===== src/convolve_settings.svh =====
`ifndef CONVOLVE_SETTINGS_SVH
`define CONVOLVE_SETTINGS_SVH

// Vector length L of x, h and y
`define CONV_VEC_LEN 40

// Scratch memory address width, 2048 words
`define CONV_ADDR_W 11

// Block index width, each vector sits in its own 64-word block
`define CONV_BLOCK_W 5

// Final scaling of each sum
`define CONV_SHIFT 3

// APB address bit that selects the memory window
`define CONV_MEM_WINDOW 12

`endif


===== src/g729ArithPkg.sv =====
package g729ArithPkg;

	// Q15 sample and Q31 accumulator
	typedef logic signed [15:0] word16;
	typedef logic signed [31:0] word32;

	localparam word16 minWord16 = 16'sh8000;
	localparam word32 maxWord32 = 32'sh7fff_ffff;
	localparam word32 minWord32 = 32'sh8000_0000;

	////////////////////////////////////////
	// Saturating fractional primitives
	////////////////////////////////////////

	// 2*a*b, only -1 * -1 overflows
	function automatic word32 multSat(input word16 a, input word16 b);
		word32 prod;
		prod = a * b;
		if (a == minWord16 && b == minWord16)
			return maxWord32;
		return prod <<< 1;
	endfunction

	function automatic word32 addSat(input word32 a, input word32 b);
		logic signed [32:0] sum;
		sum = a + b;
		// Carry out differs from sign bit on overflow
		if (sum[32] != sum[31])
			return sum[32] ? minWord32 : maxWord32;
		return sum[31:0];
	endfunction

	// Codec style multiply-accumulate
	function automatic word32 macSat(input word32 acc, input word16 a, input word16 b);
		return addSat(acc, multSat(a, b));
	endfunction

endpackage


===== src/convMemPkg.sv =====
`include "convolve_settings.svh"

package convMemPkg;

	typedef logic [`CONV_ADDR_W-1:0] memAddr;
	typedef logic [`CONV_BLOCK_W-1:0] blockIdx;
	typedef logic [`CONV_MEM_WINDOW:0] apbAddr;
	typedef logic [`CONV_MEM_WINDOW-1:0] regAddr;
	typedef logic [15:0] apbData;

	////////////////////////////////////////
	// Scratch memory port
	////////////////////////////////////////

	typedef struct packed {
		logic valid;
		logic write;
		memAddr addr;
		g729ArithPkg::word16 wdata;
	} memReq_t;

	typedef struct packed {
		logic rvalid;
		g729ArithPkg::word16 rdata;
	} memRsp_t;

	////////////////////////////////////////
	// APB host side
	////////////////////////////////////////

	typedef struct packed {
		logic psel;
		logic penable;
		logic pwrite;
		apbAddr paddr;
		apbData pwdata;
	} apbReq_t;

	typedef struct packed {
		logic pready;
		logic pslverr;
		apbData prdata;
	} apbRsp_t;

	// Done lands on bit 1, busy on bit 0
	typedef struct packed {
		logic done;
		logic busy;
	} status_t;

	localparam regAddr regCtrl = 'd0;
	localparam regAddr regStatus = 'd1;
	localparam regAddr regXBase = 'd2;
	localparam regAddr regHBase = 'd3;
	localparam regAddr regYBase = 'd4;

	typedef enum logic [2:0] {
		convIdle,
		outerLoop,
		innerLoop,
		readX,
		readH,
		macStep,
		shiftWait,
		writeY
	} convState_e;

	typedef enum logic [1:0] {
		apbIdle,
		access,
		memWait
	} apbState_e;

endpackage


===== src/convolve.sv =====
`timescale 1ns/1ps
`include "convolve_settings.svh"

module convolve (
	input logic clk,
	input logic reset,
	input logic start,
	input convMemPkg::blockIdx xBase,
	input convMemPkg::blockIdx hBase,
	input convMemPkg::blockIdx yBase,
	output convMemPkg::memReq_t memReq,
	input logic memGrant,
	input convMemPkg::memRsp_t memRsp,
	output g729ArithPkg::word32 shiftIn,
	output logic shiftReady,
	input g729ArithPkg::word32 shiftOut,
	input logic shiftDone,
	output logic busy,
	output logic done
);
	import g729ArithPkg::*;
	import convMemPkg::*;

	localparam int idxW = `CONV_ADDR_W - `CONV_BLOCK_W;
	localparam logic [idxW-1:0] lastIdx = idxW'(`CONV_VEC_LEN - 1);

	convState_e state;
	logic [idxW-1:0] n;
	logic [idxW-1:0] i;
	logic [idxW-1:0] hIdx;
	logic sumDone;
	word32 acc;
	word16 xVal;

	// Offset of h[n-i] inside its block
	assign hIdx = n - i;
	assign sumDone = i > n;
	assign busy = state != convIdle;

	////////////////////////////////////////
	// Loop control
	////////////////////////////////////////

	always_ff @(posedge clk)
	begin
		if (reset)
		begin
			state <= convIdle;
			n <= '0;
			i <= '0;
			done <= 1'b0;
		end
		else
		begin
			done <= 1'b0;
			case (state)
				convIdle:
					if (start)
					begin
						n <= '0;
						state <= outerLoop;
					end
				outerLoop:
				begin
					i <= '0;
					state <= innerLoop;
				end
				innerLoop:
					state <= sumDone ? shiftWait : readX;
				readX:
					if (memGrant)
						state <= readH;
				readH:
					if (memGrant)
						state <= macStep;
				macStep:
					if (memRsp.rvalid)
					begin
						i <= i + 1'b1;
						state <= innerLoop;
					end
				shiftWait:
					if (shiftDone)
						state <= writeY;
				writeY:
					if (memGrant)
					begin
						if (n == lastIdx)
						begin
							done <= 1'b1;
							state <= convIdle;
						end
						else
						begin
							n <= n + 1'b1;
							state <= outerLoop;
						end
					end
				default:
					state <= convIdle;
			endcase
		end
	end

	// Accumulator and the x sample of the current term
	always_ff @(posedge clk)
	begin
		if (state == outerLoop)
			acc <= '0;
		else if (state == macStep && memRsp.rvalid)
			acc <= macSat(acc, xVal, memRsp.rdata);
		// x data shows up while the h read is pending
		if (state == readH && memRsp.rvalid)
			xVal <= memRsp.rdata;
	end

	////////////////////////////////////////
	// Memory requests
	////////////////////////////////////////

	always_comb
	begin
		memReq = '0;
		case (state)
			readX:
			begin
				memReq.valid = 1'b1;
				memReq.addr = {xBase, i};
			end
			readH:
			begin
				memReq.valid = 1'b1;
				memReq.addr = {hBase, hIdx};
			end
			writeY:
			begin
				memReq.valid = 1'b1;
				memReq.write = 1'b1;
				memReq.addr = {yBase, n};
				// Shifter output holds until the next ready
				memReq.wdata = shiftOut[31:16];
			end
			default:
				memReq = '0;
		endcase
	end

	// Hand the finished sum to the shifter
	assign shiftIn = acc;
	assign shiftReady = state == innerLoop && sumDone;

endmodule


===== config.mk =====
export PLATFORM = sky130hd
export DESIGN_NAME = convolve
export DESIGN_NICKNAME = d
export VERILOG_FILES = /design/src/g729ArithPkg.sv /design/src/convMemPkg.sv /design/src/convolve.sv
export VERILOG_INCLUDE_DIRS = /design/src
export SDC_FILE = /design/constraint.sdc
export NUM_CORES = 1
export LEC_CHECK = 0
export BUFFER_PORTS_ARGS = -buffer_cell sky130_fd_sc_hd__buf_2
export CAP_MARGIN = 20
export CORE_MARGIN = 1.5
export CORE_UTILIZATION = 34
export CTS_CLUSTER_SIZE = 12
export DETAILED_ROUTE_END_ITERATION = 8
export PLACE_DENSITY = 0.62
export SLEW_MARGIN = 20
export SYNTH_ARGS = -nofsm -noshare
export SYNTH_HDL_FRONTEND = slang
export SYNTH_SLANG_ARGS = --single-unit

===== constraint.sdc =====
create_clock -name clk -period 23.6 [get_ports clk]
set_clock_uncertainty 0.1 [all_clocks]
set_input_delay 2.36 -clock clk [delete_from_list [all_inputs] [get_ports clk]]
set_output_delay 2.36 -clock clk [all_outputs]
set_load 0.02 [all_outputs]

==> reports/results.md, run 1 <==
| Result | This run |
|---|---|
| Synth top area cells | sky130_fd_sc_hd__fa_1 35%, sky130_fd_sc_hd__ha_1 10%, sky130_fd_sc_hd__inv_1 7.9%, sky130_fd_sc_hd__dfxtp_1 6.6%, sky130_fd_sc_hd__and2_1 6.2% |
| Share of synthesized area occupied by flip-flops and latches | 9.827% |
| Cell with the most instances after synthesis | sky130_fd_sc_hd__inv_1 |
| Worst-Margin Slew | 947.7 ps |
| Hold-fix buffer count after cts | 0 |
| H-tree levels | 3 |
| Distinct cell type count after synthesis | 62 |
| Clock Pin Slew Worst Setup and Hold Paths | 70 ps |
| Period utilisation layout | 45.73% |
| Dominant cell type by area after synthesis | sky130_fd_sc_hd__fa_1 |
| Synth warnings | 0 |
| WP data arrival | 10920 ps |
| Total nets after synthesis | 2160 |
| #FFs+latches synth | 64 |
| Area share of the largest cell type after synthesis | 35.21% |
| EDFF count, synth | 16 |
| GRT Overall Usage | 17.17% |
| Number of maximum-capacitance violations | 0 |
| Kind of capture point of the worst setup path | register |
| Area Overhead vs Synth | 8.982% |
| Flip-flop cell with the highest count after synthesis | sky130_fd_sc_hd__dfxtp_1 |
| Std-Cell Core Area | 42230 um^2 |
| Kind of path behind the tightest hold check | register to register |
| TritonCTS clock tree | built |
| Critical Setup Path Class | input pin to register |
| CTS buffer count | 9 |
| Avg Inst Size Synth | 8.568 um^2 |
| Synthesized netlist cell count | 1712 |
| Unrepaired setup endpoints after global routing | false |
| Critical Path Source Type | input pin |
| Remaining DRCs | 0 |
| Fmax | 92.67 MHz |
| Most frequent cell on the critical path | sky130_fd_sc_hd__fa_1 |
| Required time at the endpoint of the critical path | 23730 ps |
| Half-perimeter wire length after detailed placement | 28880 um |
| Final routed wirelength across all metal layers | 36660 um |
| Fraction of final layout cells with drive strength greater than 1 | 8.625% |
| Largest buffer count on any clock path | 2 |
| Via total after detailed routing | 11760 |
| Placer's final routability congestion estimate | 0.8335 |
| Clock tree sinks | 64 |
| Residual antenna-violating net count after detailed routing | 0 |
| Final setup violating endpoints | 0 |
| TritonRoute pass-1 iters | 5 |
| Mean routed wirelength per cell | 15.84 um |
| Post-synthesis cell area | 14670 um^2 |
| Fraction of registers with async set/reset | 0% |
| Number of gates given a new drive strength after cts | 0 |
| Summed negative setup slack over all endpoints | 0 ps |
| Final non-filler cell total | 2314 |
| Largest incremental delay on the critical path | 640 ps |
| Number of antenna violations at the first check in global routing | 2 |
| GR Overflow Total | 0 |
| Cells after DPL | 2297 |
| Synth top cells by count | 310 x sky130_fd_sc_hd__inv_1, 258 x sky130_fd_sc_hd__fa_1, 186 x sky130_fd_sc_hd__nand2_1 |
| Chip Height | 210.7 um |
| Global-route wire length before repair | 61430 um |
| Final worst path period need | 10790 ps |
| Final-report max-slew violation count | 0 |
| Initial standard-cell utilization of the core | 34.73% |
| Number of core rows | 75 |
| Cell with the largest stage delay on the worst path | sky130_fd_sc_hd__nor3_1 |
| Ratio of routed vias to standard cells | 5.080 |
| Die span in x | 210.7 um |
| DRC marker count from the first detailed-route iteration | 684 |
| Clock insertion delay at the later pin of the skew report | 350 ps |
| Number of setup buffers added after CTS | 0 |
| Relative slew slack | 36.82% |
| CTS Root Buffer Type | sky130_fd_sc_hd__clkbuf_16 |
| Max Fanout on Critical Path | 62 |
| DIE AREA | 44400 um^2 |
| Via count of the first global-routing pass | 12070 |
| Port buffer count | 116 |
| Hold Vio Cnt, Final | 0 |
| Largest net degree at the start of global routing | 63 |
| Net count of the finished layout | 2217 |
| Total of fill cells in the finished design | 4361 |
| Count of boundary I/O pins | 133 |
| Status | finished, final reports clean |
## cell usage in the layout (no fill, tap or decap), types with 14 or more instances in the layout
cell type and count:
sky130_fd_sc_hd__and2_1 146, sky130_fd_sc_hd__xor2_1 26, sky130_fd_sc_hd__ha_1 121, sky130_fd_sc_hd__nand3_1 23
sky130_fd_sc_hd__a22o_1 22, sky130_fd_sc_hd__nand2_1 186, sky130_fd_sc_hd__nand2b_1 14, sky130_fd_sc_hd__a21oi_1 117
sky130_fd_sc_hd__inv_1 310, sky130_fd_sc_hd__nor2_1 45, sky130_fd_sc_hd__dfxtp_1 48, sky130_fd_sc_hd__a21o_1 32
sky130_fd_sc_hd__edfxtp_1 16, sky130_fd_sc_hd__fa_1 258, sky130_fd_sc_hd__xnor2_1 44, sky130_fd_sc_hd__nor3_1 16
sky130_fd_sc_hd__buf_2 116, sky130_fd_sc_hd__o21ai_0 89
## worst paths after layout
check / start / end / slack (ps) / cells past startpoint
max reg2reg: xVal[8] / shiftIn[30] / 14280 / 32
max: memRsp[1] / shiftIn[30] / 12810 / 32
min: i[5] / i[5] / 380 / 2
min reg2reg: i[5] / i[5] / 380 / 2
## per-layer routing
| metal | part of all wire, % | GRT usage [%] | up-vias | wire (um) |
|---|---|---|---|---|
| li1 | - | - | 5559 | - |
| met1 | 45 | 22.97 | 5931 | 16340 |
| met2 | 50 | 29.34 | 218 | 18160 |
| met3 | 3.9 | 1.963 | 45 | 1434 |
| met4 | 1.9 | 4.754 | 2 | 712 |
| met5 | 0.030 | 0 | - | 11 |
## sequential cells by signal, summed over array words and instances, names as in the netlist
register / flops
i: 6
xVal: 16
done: 1
n: 6
state: 3
shiftIn: 32
## through the flow
| step | hold slack, ps | instance area, um^2 | setup WS [ps] | utilization (%) |
|---|---|---|---|---|
| after floorplan | 345.2 | 14670 | 13330 | - |
| after global placement | 362.5 | 15680 | 12550 | 37.13 |
| after detailed placement | 374.4 | 15680 | 12520 | 37.13 |
| after CTS | 384.1 | 15980 | 12850 | 37.85 |
| after global routing | 389.4 | 15990 | 12260 | 37.85 |
| final | 383.1 | 15990 | 12810 | 37.85 |
## layout make-up
| cell class | instances | area (um^2) | area share (%) |
|---|---|---|---|
| diodes | 1 | 2.502 | 0.01565 |
| clock buffers | 11 | 264.0 | 1.652 |
| clock inverters | 5 | 37.54 | 0.2348 |
| inverters | 311 | 1167 | 7.303 |
| multi-input cells | 1261 | 11770 | 73.65 |
| flip-flops and latches | 64 | 1441 | 9.017 |
| well taps | 539 | 674.4 | 4.219 |
| repair buffers | 122 | 625.6 | 3.914 |
## kinds of logic (layout without fill, tap and decap cells)
group,count (synthesis),after routing,share of synthesized area [%]
fa+ha+maj,380,380,45.61
mux,2,2,0.1365
compound gates,324,324,13.71
other cells,0,1,0
buf+inv,387,449,9.972
flops,64,64,9.827
simple gates,485,485,16.57
xor+xnor,70,70,4.180
## critical path, delay by kind of cell
family          cells  cell delay, ps
buf+inv             5             820
compound gates     13            2140
xor+xnor            1             150
fa+ha+maj           8            3760
simple gates        5            1670
Power of run 1 is left out: the tool's default activity adds up to more than one toggle a clock period on the data nets, which glitch-free logic cannot reach.
==> run 2: changes to the inputs <==
PLACE_DENSITY = 0.63   (was 0.62)
clock period = 9.7 ns   (was 23.6 ns; I/O delays follow)
==> reports/results.md, run 2 (synthesis gave the netlist of run 1 again) <==
| Result | This run |
|---|---|
| Status | finished, final reports clean |
| Cell with the largest stage delay on the worst path | sky130_fd_sc_hd__fa_1 |
| Total area of multi-input combinational cells | 11770 um^2 |
| Clock Pin Slew Worst Setup and Hold Paths | 60 ps |
| Global-route wire length before repair | 63560 um |
| H-tree levels | 3 |
| Total of fill cells in the finished design | 4369 |
| Summed negative setup slack over all endpoints | 0 ps |
| Critical Setup Path Class | input pin to register |
| Worst-Margin Slew | 1071 ps |
| Final worst path period need | 9188 ps |
| Chip Height | 210.7 um |
| Placer's final routability congestion estimate | 0.8756 |
| CTS buffer count | 9 |
| TritonCTS clock tree | built |
| Clock insertion delay at the later pin of the skew report | 360 ps |
| Most frequent cell on the critical path | sky130_fd_sc_hd__fa_1 |
| Relative slew slack | 28.60% |
| Via total after detailed routing | 12000 |
| Top library cells by usage in the layout, fill and taps aside | 310 x sky130_fd_sc_hd__inv_1, 258 x sky130_fd_sc_hd__fa_1, 186 x sky130_fd_sc_hd__nand2_1, 146 x sky130_fd_sc_hd__and2_1, 121 x sky130_fd_sc_hd__ha_1 |
| Area taken by flip-flops and latches | 1441 um^2 |
| Final routed wirelength across all metal layers | 37820 um |
| Final hold slack | 385.8 ps |
| Most frequent standard cell in the layout excluding fill and tap cells | sky130_fd_sc_hd__inv_1 |
| Std-Cell Core Area | 42230 um^2 |
| Hold Vio Cnt, Final | 0 |
| Hold-fix buffer count after cts | 0 |
| Residual antenna-violating net count after detailed routing | 0 |
| Port buffer count | 116 |
| CTS Root Buffer Type | sky130_fd_sc_hd__clkbuf_16 |
| Largest incremental delay on the critical path | 530 ps |
| Count of boundary I/O pins | 133 |
| DRC marker count from the first detailed-route iteration | 649 |
| Unrepaired setup endpoints after global routing | false |
| Ratio of routed vias to standard cells | 5.143 |
| Flip-flop count of the largest register, all copies and words added | 32 |
| DIE AREA | 44400 um^2 |
| GRT Overall Usage | 17.81% |
| Number of antenna violations at the first check in global routing | 2 |
| Mean routed wirelength per cell | 16.21 um |
| Largest buffer count on any clock path | 2 |
| Required time at the endpoint of the critical path | 9880 ps |
| Clock tree sinks | 64 |
| Largest net degree at the start of global routing | 40 |
| Fraction of final layout cells with drive strength greater than 1 | 9.481% |
| Half-perimeter wire length after detailed placement | 30100 um |
| Initial standard-cell utilization of the core | 34.73% |
| TritonRoute pass-1 iters | 5 |
| Max Fanout on Critical Path | 29 |
| Kind of path behind the tightest hold check | register to register |
| Via count of the first global-routing pass | 12510 |
| Critical Path Source Type | input pin |
| Placed cell area | 15820 um^2 |
| Number of core rows | 75 |
| Final-report max-slew violation count | 0 |
| Area Overhead vs Synth | 10.13% |
| Remaining DRCs | 0 |
| Fmax | 108.8 MHz |
| Period utilisation layout | 94.72% |
| WP data arrival | 9370 ps |
| Kind of capture point of the worst setup path | register |
| GR Overflow Total | 0 |
| Final setup violating endpoints | 0 |
| Number of maximum-capacitance violations | 0 |
| Final cell area excluding filler cells | 16150 um^2 |
| Die span in x | 210.7 um |
| Net count of the finished layout | 2236 |
==> run 2: cell count changes in the layout (fill, tap and decap cells not counted), moves of 2 or more <==
cell and delta:
sky130_fd_sc_hd__inv_6 +2, sky130_fd_sc_hd__buf_4 +18, sky130_fd_sc_hd__bufinv_16 +2, sky130_fd_sc_hd__clkinvlp_4 -2
==> run 2: through the flow <==
stage / worst slack [ps] / util [%] / cells
floorplan: 818.3 / - / 1712
global placement: 347.9 / 37.46 / 2316
detailed placement: 111.1 / 37.46 / 2316
CTS: 459.2 / 38.24 / 2332
global route: 14.62 / 38.25 / 2333
finish: 511.9 / 38.25 / 2333
==> run 2: final timing paths <==
| check | start | to | slack [ps] | cells after the start |
|---|---|---|---|---|
| setup reg to reg | xVal[5] | shiftIn[20] | 640 | 30 |
| setup / recovery | memRsp[1] | shiftIn[20] | 510 | 33 |
| hold reg to reg | i[5] | i[5] | 390 | 2 |
| hold / removal | i[5] | i[5] | 390 | 2 |
==> run 2: cell type report <==
type | count | share of cell area [%]
clock buffers | 9 | 1.394
well taps | 539 | 4.175
multi-input cells | 1261 | 72.86
inverters | 311 | 7.227
repair buffers | 141 | 4.779
diodes | 1 | 0.01549
clock inverters | 7 | 0.6274
flip-flops and latches | 64 | 8.923
==> run 2: repair_timing <==
action / CTS / global route
buffers inserted: 0 / 0
gates resized for setup: 0 / 1
setup endpoints to repair: 0 / 29
==> run 2: critical path, delay by kind of cell <==
family | cells | cell delay, ps
buffers and inverters | 7 | 1010
adders and majority gates | 8 | 3570
and+or+nand+nor | 5 | 780
AOI/OAI and AO/OA | 13 | 3000
==> run 2: metal layers <==
metal / GRT usage (%) / routed length (um) / up-vias
li1: - / - / 5593
met1: 23.10 / 16130 / 6074
met2: 31.18 / 19110 / 276
met3: 2.349 / 1775 / 54
met4: 4.680 / 793 / 2
met5: 0 / 7 / -
Power of run 2 is left out for the same reason.
==> run 3: changes to the inputs <==
ABC_CLOCK_PERIOD_IN_PS = 11900   (was default)
CORE_UTILIZATION = 50   (was 34)
PLACE_DENSITY = 0.8   (was 0.63)
clock period = 11.9 ns   (was 9.7 ns; I/O delays follow)
==> reports/results.md, run 3 (synthesis gave the netlist of run 1 again) <==
| Result | This run |
|---|---|
| Status | finished, final reports clean |
| Final setup violating endpoints | 0 |
| Number of maximum-capacitance violations | 0 |
| Summed negative setup slack over all endpoints | 0 ps |
| Kind of path behind the tightest hold check | register to register |
| Most frequent cell on the critical path | sky130_fd_sc_hd__fa_1 |
| Net count of the finished layout | 2215 |
| Count of boundary I/O pins | 133 |
| Top library cells by usage in the layout, fill and taps aside | 310 x sky130_fd_sc_hd__inv_1, 258 x sky130_fd_sc_hd__fa_1, 186 x sky130_fd_sc_hd__nand2_1, 146 x sky130_fd_sc_hd__and2_1, 121 x sky130_fd_sc_hd__ha_1 |
| Half-perimeter wire length after detailed placement | 27350 um |
| Port buffer count | 116 |
| Residual antenna-violating net count after detailed routing | 0 |
| Mean routed wirelength per cell | 16.21 um |
| Largest incremental delay on the critical path | 630 ps |
| Startpoint of the most critical hold path | i[5] |
| Via count of the first global-routing pass | 12530 |
| Placer's final routability congestion estimate | 0.8856 |
| CP startpoint | memRsp[1] |
| H-tree levels | 3 |
| Critical Setup Path Class | input pin to register |
| WP data arrival | 10130 ps |
| Number of core rows | 62 |
| Global-route wire length before repair | 59220 um |
| Number of antenna violations at the first check in global routing | 1 |
| Total of fill cells in the finished design | 2540 |
| Fmax | 100.4 MHz |
| Std-Cell Core Area | 28780 um^2 |
| Initial standard-cell utilization of the core | 50.97% |
| Cells after DPL | 2140 |
| Launch point of the worst reg-to-reg path | xVal[11] |
| DRC marker count from the first detailed-route iteration | 818 |
| TritonRoute pass-1 iters | 5 |
| GRT Overall Usage | 23.83% |
| Final worst path period need | 9960 ps |
| Kind of capture point of the worst setup path | register |
| GR Overflow Total | 0 |
| Required time at the endpoint of the critical path | 12070 ps |
| Via total after detailed routing | 12050 |
| DIE AREA | 30370 um^2 |
| Most frequent standard cell in the layout excluding fill and tap cells | sky130_fd_sc_hd__inv_1 |
| Hold-fix buffer count after cts | 0 |
| TritonCTS clock tree | built |
| Clock tree sinks | 64 |
| Total area of multi-input combinational cells | 11770 um^2 |
| Largest net degree at the start of global routing | 63 |
| Final hold slack | 375.1 ps |
| Clock Pin Slew Worst Setup and Hold Paths | 60 ps |
| Number of setup buffers added after CTS | 0 |
| Fraction of final layout cells with drive strength greater than 1 | 8.521% |
| Die span in x | 174.3 um |
| Unrepaired setup endpoints after global routing | false |
| Final routed wirelength across all metal layers | 34960 um |
| Chip Height | 174.3 um |
| Cell with the largest stage delay on the worst path | sky130_fd_sc_hd__a311oi_1 |
| CTS Root Buffer Type | sky130_fd_sc_hd__clkbuf_16 |
| Reg2Reg Setup Slack | 2190 ps |
| CTS buffer count | 9 |
| Area Overhead vs Synth | 7.703% |
| Largest buffer count on any clock path | 2 |
| Hold Vio Cnt, Final | 0 |
| Ratio of routed vias to standard cells | 5.585 |
| Area taken by flip-flops and latches | 1441 um^2 |
| Worst-Margin Slew | 908.2 ps |
| Period utilisation layout | 83.70% |
| Final-report max-slew violation count | 0 |
| Remaining DRCs | 0 |
| Flip-flop count of the largest register, all copies and words added | 32 |
| Final non-filler cell total | 2157 |
| Max Fanout on Critical Path | 28 |
| Relative slew slack | 39.37% |
| Clock insertion delay at the later pin of the skew report | 340 ps |
| Critical Path Source Type | input pin |
| Number of gates given a new drive strength after cts | 0 |
[run 3: changes by cell type in the layout (fill, tap and decap cells not counted)]
| cell | delta |
|---|---|
| sky130_fd_sc_hd__and3_1 | -1 |
| sky130_fd_sc_hd__and3_2 | +1 |
| sky130_fd_sc_hd__buf_4 | -20 |
| sky130_fd_sc_hd__buf_6 | -1 |
| sky130_fd_sc_hd__bufinv_16 | -1 |
| sky130_fd_sc_hd__clkbuf_16 | +1 |
| sky130_fd_sc_hd__clkinv_4 | +1 |
| sky130_fd_sc_hd__clkinvlp_4 | +1 |
| sky130_fd_sc_hd__inv_4 | -1 |
| sky130_fd_sc_hd__inv_6 | -1 |
| sky130_fd_sc_hd__nand2b_1 | -1 |
| sky130_fd_sc_hd__nand2b_2 | +1 |
[run 3: through the flow]
| step | worst slack (ps) | util [%] | cell area [um^2] |
|---|---|---|---|
| after floorplan | 2798 | - | 14670 |
| after global placement | 1997 | 53.75 | 15470 |
| after detailed placement | 1719 | 53.76 | 15470 |
| after CTS | 2032 | 54.88 | 15800 |
| after global routing | 1508 | 54.89 | 15800 |
| final | 1940 | 54.89 | 15800 |
[run 3: area by class of cell]
class | instances | area share [%]
multi-input combinational | 1261 | 74.52
sequential | 64 | 9.124
timing repair buffer | 120 | 3.865
clock buffer | 10 | 1.584
antenna | 1 | 0.01584
tap | 384 | 3.041
inverter | 311 | 7.389
clock inverter | 6 | 0.4594
[run 3: path summary, 6_finish.rpt]
check | cells after the start | end
max | 32 | shiftIn[29]
min | 2 | i[5]
max reg2reg | 31 | shiftIn[29]
min reg2reg | 2 | i[5]
[run 3: routing by layer]
metal	part of all wire [%]	GRT usage, %	vias up
met5	0	0	-
met4	2.5	7.830	0
met3	6.4	2.822	66
met2	51	42.16	417
met1	40	30.22	5998
li1	-	-	5566
[run 3: critical path, delay by kind of cell]
family                   cells  cell delay (ps)
AND/OR/NAND/NOR              5              730
AO/OA/AOI/OAI               12             3230
buffers and inverters        6              920
adder cells (fa/ha/maj)      9             4060
Power of run 3 is left out for the same reason.
